<file path="config.mk">
export PLATFORM = sky130hd
export DESIGN_NAME = falafel_top
export DESIGN_NICKNAME = d
export VERILOG_FILES = /design/src/falafel_pkg.sv /design/src/falafel_block_parser.sv /design/src/falafel_core.sv /design/src/falafel_lsu.sv /design/src/falafel_top.sv
export SDC_FILE = /design/constraint.sdc
export NUM_CORES = 1
export LEC_CHECK = 0
export ABC_AREA = 1
export BUFFER_PORTS_ARGS = -buffer_cell sky130_fd_sc_hd__buf_2
export CAP_MARGIN = 15
export CORE_MARGIN = 1
export CORE_UTILIZATION = 55
export CTS_CLUSTER_DIAMETER = 100
export DETAILED_ROUTE_END_ITERATION = 8
export GPL_TIMING_DRIVEN = 0
export PLACE_DENSITY = 0.74
export SLEW_MARGIN = 25
export SYNTH_ARGS = -nofsm -noshare
export SYNTH_HDL_FRONTEND = slang
export SYNTH_HIERARCHICAL = 1
export SYNTH_SLANG_ARGS = --single-unit
</file>
<file path="constraint.sdc">
create_clock -name clk_i -period 9.3 [get_ports clk_i]
set_input_delay 0.93 -clock clk_i [delete_from_list [all_inputs] [get_ports clk_i]]
set_output_delay 0.93 -clock clk_i [all_outputs]
set_load 0.02 [all_outputs]
</file>
<file path="src/falafel_pkg.sv">
`default_nettype none

package falafel_pkg;

  localparam int DATA_W = 32;

  typedef logic [DATA_W-1:0] word_t;

  localparam word_t WORD_SIZE             = 4;
  localparam word_t BLOCK_HEADER_SIZE     = 4;  // size word stays with the allocation
  localparam word_t BLOCK_NEXT_PTR_OFFSET = 4;
  localparam word_t BLOCK_ALIGNMENT       = 8;
  localparam word_t MIN_ALLOC_SIZE        = 8;

  localparam word_t NULL_PTR  = '0;
  localparam word_t ERR_NOMEM = '1;

  // layout in memory: size word first, next pointer one word above
  typedef struct packed {
    word_t size;      // payload bytes
    word_t next_ptr;
  } free_block_t;

  typedef enum logic [1:0] {
    LSU_LOAD_WORD,
    LSU_LOAD_BLOCK,
    LSU_STORE_WORD,
    LSU_STORE_BLOCK
  } lsu_op_e;

  typedef struct packed {
    lsu_op_e     op;
    word_t       addr;
    word_t       word;   // store data, word ops
    free_block_t block;  // store data, block ops
  } lsu_req_t;

  typedef struct packed {
    logic  is_write;
    word_t addr;
    word_t data;
  } mem_req_t;

  // round up to the block alignment
  function automatic word_t align_size(word_t size);
    return (size + BLOCK_ALIGNMENT - 1) & ~(BLOCK_ALIGNMENT - 1);
  endfunction

endpackage

`default_nettype wire

</file>
<file path="src/falafel_block_parser.sv">
`timescale 1ns/10ps
`default_nettype none

module falafel_block_parser (
  input  falafel_pkg::free_block_t block_i,
  input  falafel_pkg::word_t       requested_size_i,
  output logic                     is_null_o,
  output logic                     is_big_enough_o,
  output logic                     split_o,
  output falafel_pkg::free_block_t remainder_o
);
  import falafel_pkg::*;

  word_t leftover;  // only meaningful when the block fits

  assign leftover = block_i.size - requested_size_i;

  assign is_null_o       = (block_i.next_ptr == NULL_PTR);
  assign is_big_enough_o = (block_i.size >= requested_size_i);

  // remainder must hold its own header plus a minimum payload
  assign split_o = is_big_enough_o &&
                   (leftover >= MIN_ALLOC_SIZE + BLOCK_HEADER_SIZE);

  assign remainder_o = '{
    size:     leftover - BLOCK_HEADER_SIZE,
    next_ptr: block_i.next_ptr
  };

endmodule

`default_nettype wire

</file>
<file path="src/falafel_core.sv">
`timescale 1ns/10ps
`default_nettype none

module falafel_core (
  input  logic                     clk_i,
  input  logic                     rst_ni,
  input  falafel_pkg::word_t       free_list_ptr_i,

  input  logic                     alloc_fifo_empty_i,
  output logic                     alloc_fifo_read_o,
  input  falafel_pkg::word_t       alloc_fifo_dout_i,
  input  logic                     free_fifo_empty_i,
  output logic                     free_fifo_read_o,
  input  falafel_pkg::word_t       free_fifo_dout_i,
  input  logic                     resp_fifo_full_i,
  output logic                     resp_fifo_write_o,
  output falafel_pkg::word_t       resp_fifo_din_o,

  output logic                     lsu_req_val_o,
  input  logic                     lsu_req_rdy_i,
  output falafel_pkg::lsu_req_t    lsu_req_o,
  input  logic                     lsu_rsp_val_i,
  output logic                     lsu_rsp_rdy_o,
  input  falafel_pkg::word_t       lsu_rsp_word_i,
  input  falafel_pkg::free_block_t lsu_rsp_block_i
);
  import falafel_pkg::*;

  typedef enum logic [4:0] {
    S_INIT, S_IDLE,
    S_LOAD_HEAD, S_WAIT_HEAD, S_LOAD_BLOCK, S_WAIT_BLOCK, S_PROCESS,
    S_STORE_REM, S_WAIT_REM, S_STORE_SIZE, S_WAIT_SIZE,
    S_STORE_NEXT, S_WAIT_NEXT, S_LINK, S_WAIT_LINK,
    S_RESPONSE
  } state_e;

  state_e      state_q, state_d;
  logic        free_op_q, free_op_d;  // list walk serves a free
  word_t       size_q, size_d;
  word_t       result_q, result_d;
  word_t       free_ptr_q, free_ptr_d;  // header of the freed block
  word_t       cur_ptr_q, cur_ptr_d;
  word_t       prev_ptr_q, prev_ptr_d;
  word_t       next_ptr_q, next_ptr_d;
  free_block_t block_q, block_d;

  logic        bp_is_null;
  logic        bp_is_big_enough;
  logic        bp_split;
  free_block_t bp_remainder;
  word_t       rem_ptr;

  falafel_block_parser i_block_parser (
    .block_i          (block_q),
    .requested_size_i (size_q),
    .is_null_o        (bp_is_null),
    .is_big_enough_o  (bp_is_big_enough),
    .split_o          (bp_split),
    .remainder_o      (bp_remainder)
  );

  assign rem_ptr         = cur_ptr_q + WORD_SIZE + size_q;
  assign resp_fifo_din_o = result_q;

  always_comb begin
    state_d    = state_q;
    free_op_d  = free_op_q;
    size_d     = size_q;
    result_d   = result_q;
    free_ptr_d = free_ptr_q;
    cur_ptr_d  = cur_ptr_q;
    prev_ptr_d = prev_ptr_q;
    next_ptr_d = next_ptr_q;
    block_d    = block_q;

    alloc_fifo_read_o = 1'b0;
    free_fifo_read_o  = 1'b0;
    resp_fifo_write_o = 1'b0;
    lsu_req_val_o     = 1'b0;
    lsu_rsp_rdy_o     = 1'b0;
    lsu_req_o         = '0;

    unique case (state_q)
      S_INIT: state_d = S_IDLE;
      S_IDLE: begin
        if (!alloc_fifo_empty_i) begin
          alloc_fifo_read_o = 1'b1;
          free_op_d         = 1'b0;
          if (alloc_fifo_dout_i == '0) begin
            result_d = NULL_PTR;
            state_d  = S_RESPONSE;
          end else begin
            size_d  = align_size(alloc_fifo_dout_i);
            state_d = S_LOAD_HEAD;
          end
        end else if (!free_fifo_empty_i) begin
          free_fifo_read_o = 1'b1;
          free_op_d        = 1'b1;
          free_ptr_d       = free_fifo_dout_i - WORD_SIZE;
          state_d          = S_LOAD_HEAD;
        end
      end
      S_LOAD_HEAD: begin
        lsu_req_val_o  = 1'b1;
        lsu_req_o.op   = LSU_LOAD_WORD;
        lsu_req_o.addr = free_list_ptr_i;
        if (lsu_req_rdy_i) begin
          cur_ptr_d = free_list_ptr_i - WORD_SIZE;  // head word acts as a next field
          state_d   = S_WAIT_HEAD;
        end
      end
      S_WAIT_HEAD: begin
        lsu_rsp_rdy_o = 1'b1;
        if (lsu_rsp_val_i) begin
          block_d = '{size: NULL_PTR, next_ptr: lsu_rsp_word_i};  // zero size never fits
          state_d = S_PROCESS;
        end
      end
      S_LOAD_BLOCK: begin
        lsu_req_val_o  = 1'b1;
        lsu_req_o.op   = LSU_LOAD_BLOCK;
        lsu_req_o.addr = next_ptr_q;
        if (lsu_req_rdy_i) begin
          prev_ptr_d = cur_ptr_q;
          cur_ptr_d  = next_ptr_q;
          state_d    = S_WAIT_BLOCK;
        end
      end
      S_WAIT_BLOCK: begin
        lsu_rsp_rdy_o = 1'b1;
        if (lsu_rsp_val_i) begin
          block_d = lsu_rsp_block_i;
          state_d = S_PROCESS;
        end
      end
      S_PROCESS: begin
        next_ptr_d = block_q.next_ptr;
        if (free_op_q) begin
          // stop ahead of the first block above the freed one
          if (bp_is_null || (block_q.next_ptr > free_ptr_q)) begin
            prev_ptr_d = cur_ptr_q;
            state_d    = S_STORE_NEXT;
          end else begin
            state_d = S_LOAD_BLOCK;
          end
        end else if (bp_is_big_enough) begin
          result_d = cur_ptr_q + WORD_SIZE;
          state_d  = bp_split ? S_STORE_REM : S_LINK;
        end else if (bp_is_null) begin
          result_d = ERR_NOMEM;
          state_d  = S_RESPONSE;
        end else begin
          state_d = S_LOAD_BLOCK;
        end
      end
      S_STORE_REM: begin
        lsu_req_val_o   = 1'b1;
        lsu_req_o.op    = LSU_STORE_BLOCK;
        lsu_req_o.addr  = rem_ptr;
        lsu_req_o.block = bp_remainder;
        if (lsu_req_rdy_i) begin
          next_ptr_d = rem_ptr;  // prev gets linked to the remainder
          state_d    = S_WAIT_REM;
        end
      end
      S_WAIT_REM: begin
        lsu_rsp_rdy_o = 1'b1;
        if (lsu_rsp_val_i) begin
          state_d = S_STORE_SIZE;
        end
      end
      S_STORE_SIZE: begin
        lsu_req_val_o  = 1'b1;
        lsu_req_o.op   = LSU_STORE_WORD;
        lsu_req_o.addr = cur_ptr_q;
        lsu_req_o.word = size_q;
        if (lsu_req_rdy_i) begin
          state_d = S_WAIT_SIZE;
        end
      end
      S_STORE_NEXT: begin
        lsu_req_val_o  = 1'b1;
        lsu_req_o.op   = LSU_STORE_WORD;
        lsu_req_o.addr = free_ptr_q + BLOCK_NEXT_PTR_OFFSET;
        lsu_req_o.word = next_ptr_q;
        if (lsu_req_rdy_i) begin
          next_ptr_d = free_ptr_q;
          state_d    = S_WAIT_NEXT;
        end
      end
      S_WAIT_SIZE, S_WAIT_NEXT: begin
        lsu_rsp_rdy_o = 1'b1;
        if (lsu_rsp_val_i) begin
          state_d = S_LINK;
        end
      end
      S_LINK: begin
        lsu_req_val_o  = 1'b1;
        lsu_req_o.op   = LSU_STORE_WORD;
        lsu_req_o.addr = prev_ptr_q + BLOCK_NEXT_PTR_OFFSET;
        lsu_req_o.word = next_ptr_q;
        if (lsu_req_rdy_i) begin
          state_d = S_WAIT_LINK;
        end
      end
      S_WAIT_LINK: begin
        lsu_rsp_rdy_o = 1'b1;
        if (lsu_rsp_val_i) begin
          state_d = free_op_q ? S_IDLE : S_RESPONSE;  // no answer for a free
        end
      end
      S_RESPONSE: begin
        if (!resp_fifo_full_i) begin
          resp_fifo_write_o = 1'b1;
          state_d           = S_IDLE;
        end
      end
      default: state_d = S_IDLE;
    endcase
  end

  always_ff @(posedge clk_i) begin
    if (!rst_ni) begin
      state_q   <= S_INIT;
      free_op_q <= 1'b0;
    end else begin
      state_q   <= state_d;
      free_op_q <= free_op_d;
    end
  end

  always_ff @(posedge clk_i) begin
    size_q     <= size_d;
    result_q   <= result_d;
    free_ptr_q <= free_ptr_d;
    cur_ptr_q  <= cur_ptr_d;
    prev_ptr_q <= prev_ptr_d;
    next_ptr_q <= next_ptr_d;
    block_q    <= block_d;
  end

endmodule

`default_nettype wire

</file>
<file path="src/falafel_lsu.sv">
`timescale 1ns/10ps
`default_nettype none

module falafel_lsu (
  input  logic                     clk_i,
  input  logic                     rst_ni,

  input  logic                     req_val_i,
  output logic                     req_rdy_o,
  input  falafel_pkg::lsu_req_t    req_i,

  output logic                     rsp_val_o,
  input  logic                     rsp_rdy_i,
  output falafel_pkg::word_t       rsp_word_o,
  output falafel_pkg::free_block_t rsp_block_o,

  output logic                     mem_req_val_o,
  input  logic                     mem_req_rdy_i,
  output falafel_pkg::mem_req_t    mem_req_o,
  input  logic                     mem_rsp_val_i,
  output logic                     mem_rsp_rdy_o,
  input  falafel_pkg::word_t       mem_rsp_data_i
);
  import falafel_pkg::*;

  typedef enum logic [1:0] {
    S_IDLE,
    S_REQ,
    S_WAIT,
    S_RSP
  } state_e;

  state_e      state_q;
  lsu_req_t    op_q;
  logic        second_q;  // on the upper word of a block op
  free_block_t data_q;
  logic        is_block;
  logic        is_store;
  logic        last_word;

  assign is_block  = (op_q.op == LSU_LOAD_BLOCK) || (op_q.op == LSU_STORE_BLOCK);
  assign is_store  = (op_q.op == LSU_STORE_WORD) || (op_q.op == LSU_STORE_BLOCK);
  assign last_word = !is_block || second_q;

  assign req_rdy_o     = (state_q == S_IDLE);
  assign mem_req_val_o = (state_q == S_REQ);
  assign mem_rsp_rdy_o = (state_q == S_WAIT);

  always_comb begin
    mem_req_o.is_write = is_store;
    mem_req_o.addr     = second_q ? op_q.addr + WORD_SIZE : op_q.addr;
    if (op_q.op == LSU_STORE_BLOCK) begin
      mem_req_o.data = second_q ? op_q.block.next_ptr : op_q.block.size;
    end else begin
      mem_req_o.data = op_q.word;
    end
  end

  // last response goes straight through, held only if the core stalls
  assign rsp_val_o   = (state_q == S_RSP) ||
                       ((state_q == S_WAIT) && mem_rsp_val_i && last_word);
  assign rsp_word_o  = (state_q == S_RSP) ? data_q.next_ptr : mem_rsp_data_i;
  assign rsp_block_o = '{size: data_q.size, next_ptr: rsp_word_o};

  always_ff @(posedge clk_i) begin
    if (!rst_ni) begin
      state_q  <= S_IDLE;
      second_q <= 1'b0;
    end else begin
      unique case (state_q)
        S_IDLE: begin
          if (req_val_i) begin
            state_q  <= S_REQ;
            second_q <= 1'b0;
          end
        end
        S_REQ: begin
          if (mem_req_rdy_i) begin
            state_q <= S_WAIT;
          end
        end
        S_WAIT: begin
          if (mem_rsp_val_i) begin
            if (!last_word) begin
              second_q <= 1'b1;
              state_q  <= S_REQ;
            end else begin
              state_q <= rsp_rdy_i ? S_IDLE : S_RSP;
            end
          end
        end
        S_RSP: begin
          if (rsp_rdy_i) begin
            state_q <= S_IDLE;
          end
        end
        default: state_q <= S_IDLE;
      endcase
    end
  end

  always_ff @(posedge clk_i) begin
    if ((state_q == S_IDLE) && req_val_i) begin
      op_q <= req_i;
    end
    if ((state_q == S_WAIT) && mem_rsp_val_i) begin
      if (last_word) begin
        data_q.next_ptr <= mem_rsp_data_i;
      end else begin
        data_q.size <= mem_rsp_data_i;  // lower word of a block
      end
    end
  end

endmodule

`default_nettype wire

</file>
<file path="src/falafel_top.sv">
`timescale 1ns/10ps
`default_nettype none

module falafel_top (
  input  logic                  clk_i,
  input  logic                  rst_ni,
  input  falafel_pkg::word_t    free_list_ptr_i,

  input  logic                  alloc_fifo_empty_i,
  output logic                  alloc_fifo_read_o,
  input  falafel_pkg::word_t    alloc_fifo_dout_i,
  input  logic                  free_fifo_empty_i,
  output logic                  free_fifo_read_o,
  input  falafel_pkg::word_t    free_fifo_dout_i,
  input  logic                  resp_fifo_full_i,
  output logic                  resp_fifo_write_o,
  output falafel_pkg::word_t    resp_fifo_din_o,

  output logic                  mem_req_val_o,
  input  logic                  mem_req_rdy_i,
  output falafel_pkg::mem_req_t mem_req_o,
  input  logic                  mem_rsp_val_i,
  output logic                  mem_rsp_rdy_o,
  input  falafel_pkg::word_t    mem_rsp_data_i
);
  import falafel_pkg::*;

  logic        lsu_req_val;
  logic        lsu_req_rdy;
  lsu_req_t    lsu_req;
  logic        lsu_rsp_val;
  logic        lsu_rsp_rdy;
  word_t       lsu_rsp_word;
  free_block_t lsu_rsp_block;

  falafel_core i_core (
    .clk_i,
    .rst_ni,
    .free_list_ptr_i,
    .alloc_fifo_empty_i,
    .alloc_fifo_read_o,
    .alloc_fifo_dout_i,
    .free_fifo_empty_i,
    .free_fifo_read_o,
    .free_fifo_dout_i,
    .resp_fifo_full_i,
    .resp_fifo_write_o,
    .resp_fifo_din_o,
    .lsu_req_val_o   (lsu_req_val),
    .lsu_req_rdy_i   (lsu_req_rdy),
    .lsu_req_o       (lsu_req),
    .lsu_rsp_val_i   (lsu_rsp_val),
    .lsu_rsp_rdy_o   (lsu_rsp_rdy),
    .lsu_rsp_word_i  (lsu_rsp_word),
    .lsu_rsp_block_i (lsu_rsp_block)
  );

  falafel_lsu i_lsu (
    .clk_i,
    .rst_ni,
    .req_val_i   (lsu_req_val),
    .req_rdy_o   (lsu_req_rdy),
    .req_i       (lsu_req),
    .rsp_val_o   (lsu_rsp_val),
    .rsp_rdy_i   (lsu_rsp_rdy),
    .rsp_word_o  (lsu_rsp_word),
    .rsp_block_o (lsu_rsp_block),
    .mem_req_val_o,
    .mem_req_rdy_i,
    .mem_req_o,
    .mem_rsp_val_i,
    .mem_rsp_rdy_o,
    .mem_rsp_data_i
  );

endmodule

`default_nettype wire

</file>
# Yosys cells after proc, flatten, opt, wreduce, memory -nomap -nowiden
# Index checks and enable logic that the tools add are counted.
[op_classes]
n_addsub = 11
n_mul = 0
div = 0
n_lt_le_gt_ge = 3
eq_ne = 47
n_shift = 0
n_mux = 68
n_bitwise = 4
reduce_logical = 37
[ops]
columns = ["op", "n"]
rows = [
  ["32-bit two-way mux", 16],
  ["32-bit one-hot mux with 2 select lines", 4],
  ["34-bit one-hot mux with 6 select lines", 1],
  ["32-bit by 3-bit adder with 32-bit output, second input constant", 4],
  ["64-bit two-way mux", 2],
  ["64-bit one-hot mux with 2 select lines", 1],
  ["32-bit one-hot mux with 3 select lines", 1],
  ["32-bit by 3-bit subtractor with 32-bit output, second input constant", 3],
  ["5-bit two-way mux", 15],
  ["5-bit one-hot mux with 13 select lines", 1],
  ["32-bit zero test", 2],
  ["5-bit by 4-bit equality test with 1-bit output, second input constant", 8],
  ["2-bit by 1-bit inequality test with 1-bit output, second input constant", 18],
  ["32-bit adder", 1],
  ["32-bit by 4-bit adder with 32-bit output, second input constant", 1],
  ["32-bit greater-or-equal comparator", 1],
  ["32-bit by 4-bit greater-or-equal comparator with 1-bit output, second input constant", 1],
  ["32-bit greater-than comparator", 1],
  ["32-bit by 1-bit subtractor with 32-bit output, second input constant", 1],
  ["32-bit subtractor", 1],
  ["5-bit by 3-bit equality test with 1-bit output, second input constant", 4],
  ["4-bit two-way mux", 5],
  ["3-bit AND reduction", 5],
  ["1-bit two-way mux", 14],
  ["23 further kinds", 59],
]
[totals]
register_bits = 456
latch_bits = 0
mem_bits_rw = 0
mem_bits_ro = 0
out_inout_bits = 102
elab_cells = 189
n_memories = 0

# Logic depth before layout (Yosys ltp)
[depth]
ltp_word = 8
ltp_mapped = 26

# Modules after synthesis
# The synthesis kept the hierarchy.
[by_module_without_submodules]
columns = ["mod", "instances", "cells_per_inst", "area_per_inst_um2", "seq_area_each_um2"]
rows = [
  ["falafel_core", 1, 2386, 18273.8, 7697.4],
  ["falafel_lsu", 1, 672, 8538.2, 5885.6],
  ["falafel_block_parser", 1, 833, 4159.0, 0.0],
]

# Least setup slack after synthesis
# Ideal clock, no wire load.
[synth_timing]
path_type = "register -> register"
start = "register i_core.state_q[2]"
end = "register i_lsu/op_q[0] (netlist name), enable pin"
setup_time_ns = 0.620
t_arrival_ns = 6.638
required_ns = 8.680
slack_ns = 2.042
stages_incl_launch_ff = 9
n_path_buf = 0
path_cell_list = "dfxtp_1 > inv_1 > nor2_1 > nand2_1 > nor2_1 > nor2_1 > nand3_1 > inv_1 > nor2_1"
[synth_between]
elab_chain_cells = 4
elab_cells_between_ends = 9
cone_classes = "eq/ne: 6; mux: 1; reduce/logical: 2"
[synth_lines]
columns = ["item", "line", "text"]
rows = [
  ["from (decl)", "falafel_core.sv:37", "state_e state_q, state_d;"],
  ["from (signal assigned)", "falafel_core.sv:227", "state_q <= state_d;"],
  ["5-bit by 2-bit equality test with 1-bit output, or another cell as far along", "falafel_core.sv:83", "unique case (state_q)"],
  ["6-bit OR reduction (no line) (*)", "-", ""],
  ["1-bit two-way mux (*)", "falafel_core.sv:83", ""],
  ["via lsu_req_val", "falafel_top.sv:28", "logic lsu_req_val;"],
  ["1-bit logical AND (*)", "falafel_lsu.sv:103", "if ((state_q == S_IDLE) && req_val_i) begin"],
  ["to (signal assigned)", "falafel_lsu.sv:104", "op_q <= req_i;"],
  ["to (decl)", "falafel_lsu.sv:34", "lsu_req_t op_q;"],
]
# Mark *: on every way through the listed nets, which the timed path passes. The rest lies on a longest branch.
# A chain may end at the register's enable or synchronous reset.

==> flow_summary_export.csv <==
group,metric,value,unit
run_status,status,"finished, final reports clean",
routing,route.detailed.drc,0,
cts,post_cts_buffers,0,
routing,drt_pass1_iterations,6,
timing,drv_slew,0,
run,drv_cap,0,
setup_path,endpoint_kind,"register",
timing,clock_skew,0.0578,ns
yosys,ys_async_sr_fraction,0,
setup_path,slowest_delay,0.52,ns
floorplanning,core_area,0.0554,sq mm
final_layout,layout-drive-gt1-share,0.165,
yosys,syn_area_per_cell,7.96,sq um
setup_path,cp-start-kind,"register",
timing,min_period,5.30,ns
timing,setup_viol,0,
timing,rsz0062_at_grt,"no",
global_routing,first_global_vias,25748,
global_routing,antenna_found_initial,5,
worst_hold_path,hold_class,"reg2reg",
setup_path,crit_type,"reg2reg",
floorplanning,die_w,239,um
floorplanning,initial_core_util,0.559,
yosys,synth_area_leaders,"edfxtp_1 (43%), nand2_1 (11%), inv_1 (7.2%), nor2_1 (5.5%), ha_1 (4.2%)",
cts,cts_tree,"built",
floorplanning,die_y,239,um
setup_path,r2r_slack,4.00,ns
cts,hold_buffers,0,
floorplanning,dieArea,0.0573,sq mm
yosys,synth_top_area_share,0.433,
routing,wl_per_cell,23.7,um
yosys,ys.flop_type,"edfxtp_1",
final_layout,finalNonFillerCells,4993,
yosys,yosysSeqAreaShare,0.439,
cts,cts_max_path_buffers,3,
cts,clock-sinks,455,
placement,dp_hpwl,94900,um
timing,hold_viol,0,
global_routing,grt_pass1_wl,167000,um
cts,clockRootBuffer,"clkbuf_16",
global_routing,grt_overflow,0,
global_routing,grt_max_degree,29,
final_layout,syn2layout_area_growth,13.7,%
cts,htree_levels,2,
final_layout,fillCellCount,4875,
routing,antenna_left,0,
routing,routed_wl,118000,um
routing,via_count,28545,
yosys,ys_ff_latch,455,
routing,drt-vias-per-instance,5.72,
placement,io_buffer_count,235,
floorplanning,std_cell_rows,86,
yosys,synth_cells,3891,
final_layout,fin_nets,4443,
setup_path,required,9.58,ns
yosys,yosys.area.top_type,"edfxtp_1",
yosys,ys_types,64,
power_and_ir_drop,leakagePower,16.0,nW
power_and_ir_drop,power_density,208,mW/mm^2
yosys,synth_most_common_cell,"nand2_1",
power_and_ir_drop,peakVddDrop,169,uV
placement,placed_cells_incl_taps,4897,
placement,routabilityCongestion,1.08,
setup_path,cp_cell_sequence,"ha_1 -> nand3_1 -> nor2_1 -> nand2_1 -> nor2_1 -> nand2_1 -> nor2_1 -> nand2_1 -> xor2_1 -> ha_1 -> a21oi_1 -> o21ai_0 -> inv_1 -> o21ai_0 -> nand3b_1 -> o21ai_0 -> nand3_1",
global_routing,grtUsageTotal,0.410,
timing,fmax,0.189,GHz
timing,worst_pin_slew,1.24,ns
yosys,synth_area,0.0310,sq mm
final_layout,final_core_util,0.635,
setup_path,cp.arrival,5.58,ns
setup_path,slowest_stage,"edfxtp_1",
setup_path,crit_path_max_fanout,6,
timing,max_slew_margin,0.167,
cts,cts_made_buffers,50,
cts,path_clk_slew,0.06,ns
floorplanning,ioPinCount,237,
yosys,synth_warnings,6,
cts,clk_latency,0.64,ns
yosys,synth_commonest_cells,"nand2_1 (942), inv_1 (592), nor2_1 (451)",
yosys,synth_enable_flop_cells,447,
routing,detail_route.iter0.violations,4021,
cts,post_cts_resized,0,
timing,period_share,0.570,
[cell families after synthesis]
| logic type | synth area share |
|---|---|
| compound gates | 0.0864 |
| xor+xnor | 0.0353 |
| fa+ha+maj | 0.0437 |
| buf+inv | 0.114 |
| flops | 0.439 |
| mux | 0.0116 |
| other cells | 0.000121 |
| simple gates | 0.271 |
[routing by layer]
metal  share of wire  track usage  routed length (um)
met4           0.049        0.180                5810
met1            0.41        0.584               48400
met3            0.14        0.128               16900
met2            0.40        0.570               47300
met5         0.00037            0                  44
[worst max-delay path: cells and delay by family (launching register included)]
family,cells,cell delay [ns]
AO/OA/AOI/OAI,4,1.06
flip-flops,1,0.52
adder cells (fa/ha/maj),2,0.69
AND/OR/NAND/NOR,9,2.08
XOR/XNOR,1,0.49
buffers and inverters,1,0.09
[placed cells by master (no fill, tap or decap), types with 11 or more instances in the layout]
| cell type | instances |
|---|---|
| a21oi_1 | 198 |
| buf_2 | 247 |
| buf_4 | 110 |
| clkbuf_1 | 51 |
| clkbuf_16 | 50 |
| clkinv_1 | 16 |
| edfxtp_1 | 447 |
| ha_1 | 105 |
| inv_1 | 591 |
| inv_2 | 31 |
| mux2_2 | 32 |
| nand2_1 | 942 |
| nand2_2 | 58 |
| nand3_1 | 188 |
| nand3b_1 | 16 |
| nand4_1 | 70 |
| nor2_1 | 446 |
| nor2_2 | 37 |
| nor2_4 | 22 |
| nor3_1 | 55 |
| nor4_1 | 19 |
| o211ai_1 | 35 |
| o21ai_0 | 125 |
| o21ai_2 | 16 |
| o22ai_1 | 15 |
| or2_2 | 11 |
| xnor2_1 | 31 |
| xor2_1 | 92 |
[stage by stage]
stage	setup TNS [ns]	cell area, sq um	total power [mW]	hold WS (ns)	worst slack [ns]
after floorplan	0	31000	4.33	0.426	2.04
after global placement	-83.47	33100	5.19	0.429	-0.669
after detailed placement	0	33500	5.23	0.446	4.35
after CTS	0	35200	7.23	0.440	4.30
after global routing	0	35200	7.60	0.460	3.83
final	0	35200	7.31	0.443	4.00
[path summary, 6_finish.rpt]
check	endpoint	startpoint	cells past startpoint
setup / recovery	i_lsu/op_q[117]$_DFFE_PP_	i_core/cur_ptr_q[2]$_DFFE_PP_	17
setup reg to reg	i_lsu/op_q[117]$_DFFE_PP_	i_core/cur_ptr_q[2]$_DFFE_PP_	17
hold / removal	i_core/prev_ptr_q[1]$_DFFE_PP_	i_core/cur_ptr_q[1]$_DFFE_PP_	0
hold reg to reg	i_core/prev_ptr_q[1]$_DFFE_PP_	i_core/cur_ptr_q[1]$_DFFE_PP_	0
[sequential cells by signal, summed over array words and instances (netlist names), 32 cells and up]
| name | cells |
|---|---|
| i_lsu/rsp_block_o | 32 |
| i_core/next_ptr_q | 32 |
| i_core/prev_ptr_q | 32 |
| i_core/cur_ptr_q | 32 |
| i_core/free_ptr_q | 32 |
| i_core/resp_fifo_din_o | 32 |
| i_core/block_q | 64 |
| i_lsu/data_q | 32 |
| i_lsu/op_q | 130 |
[final cells by class]
class	instances	area [sq um]	share of cell area
Tap cell	748	936	0.0266
Sequential cell	455	13600	0.386
Clock buffer	57	1280	0.0363
Antenna cell	2	5.00	0.000142
Buffer	178	1160	0.0330
Inverter	628	2360	0.0670
Multi-Input combinational cell	2633	14000	0.396
Clock inverter	37	413	0.0117
Timing Repair Buffer	255	1520	0.0432
[report_power, final]
group | switching (mW) | internal, mW
sequential | 0.231 | 2.62
combinational | 1.71 | 0.721
clock | 0.876 | 1.15
Power figures use the tool's default switching activity.
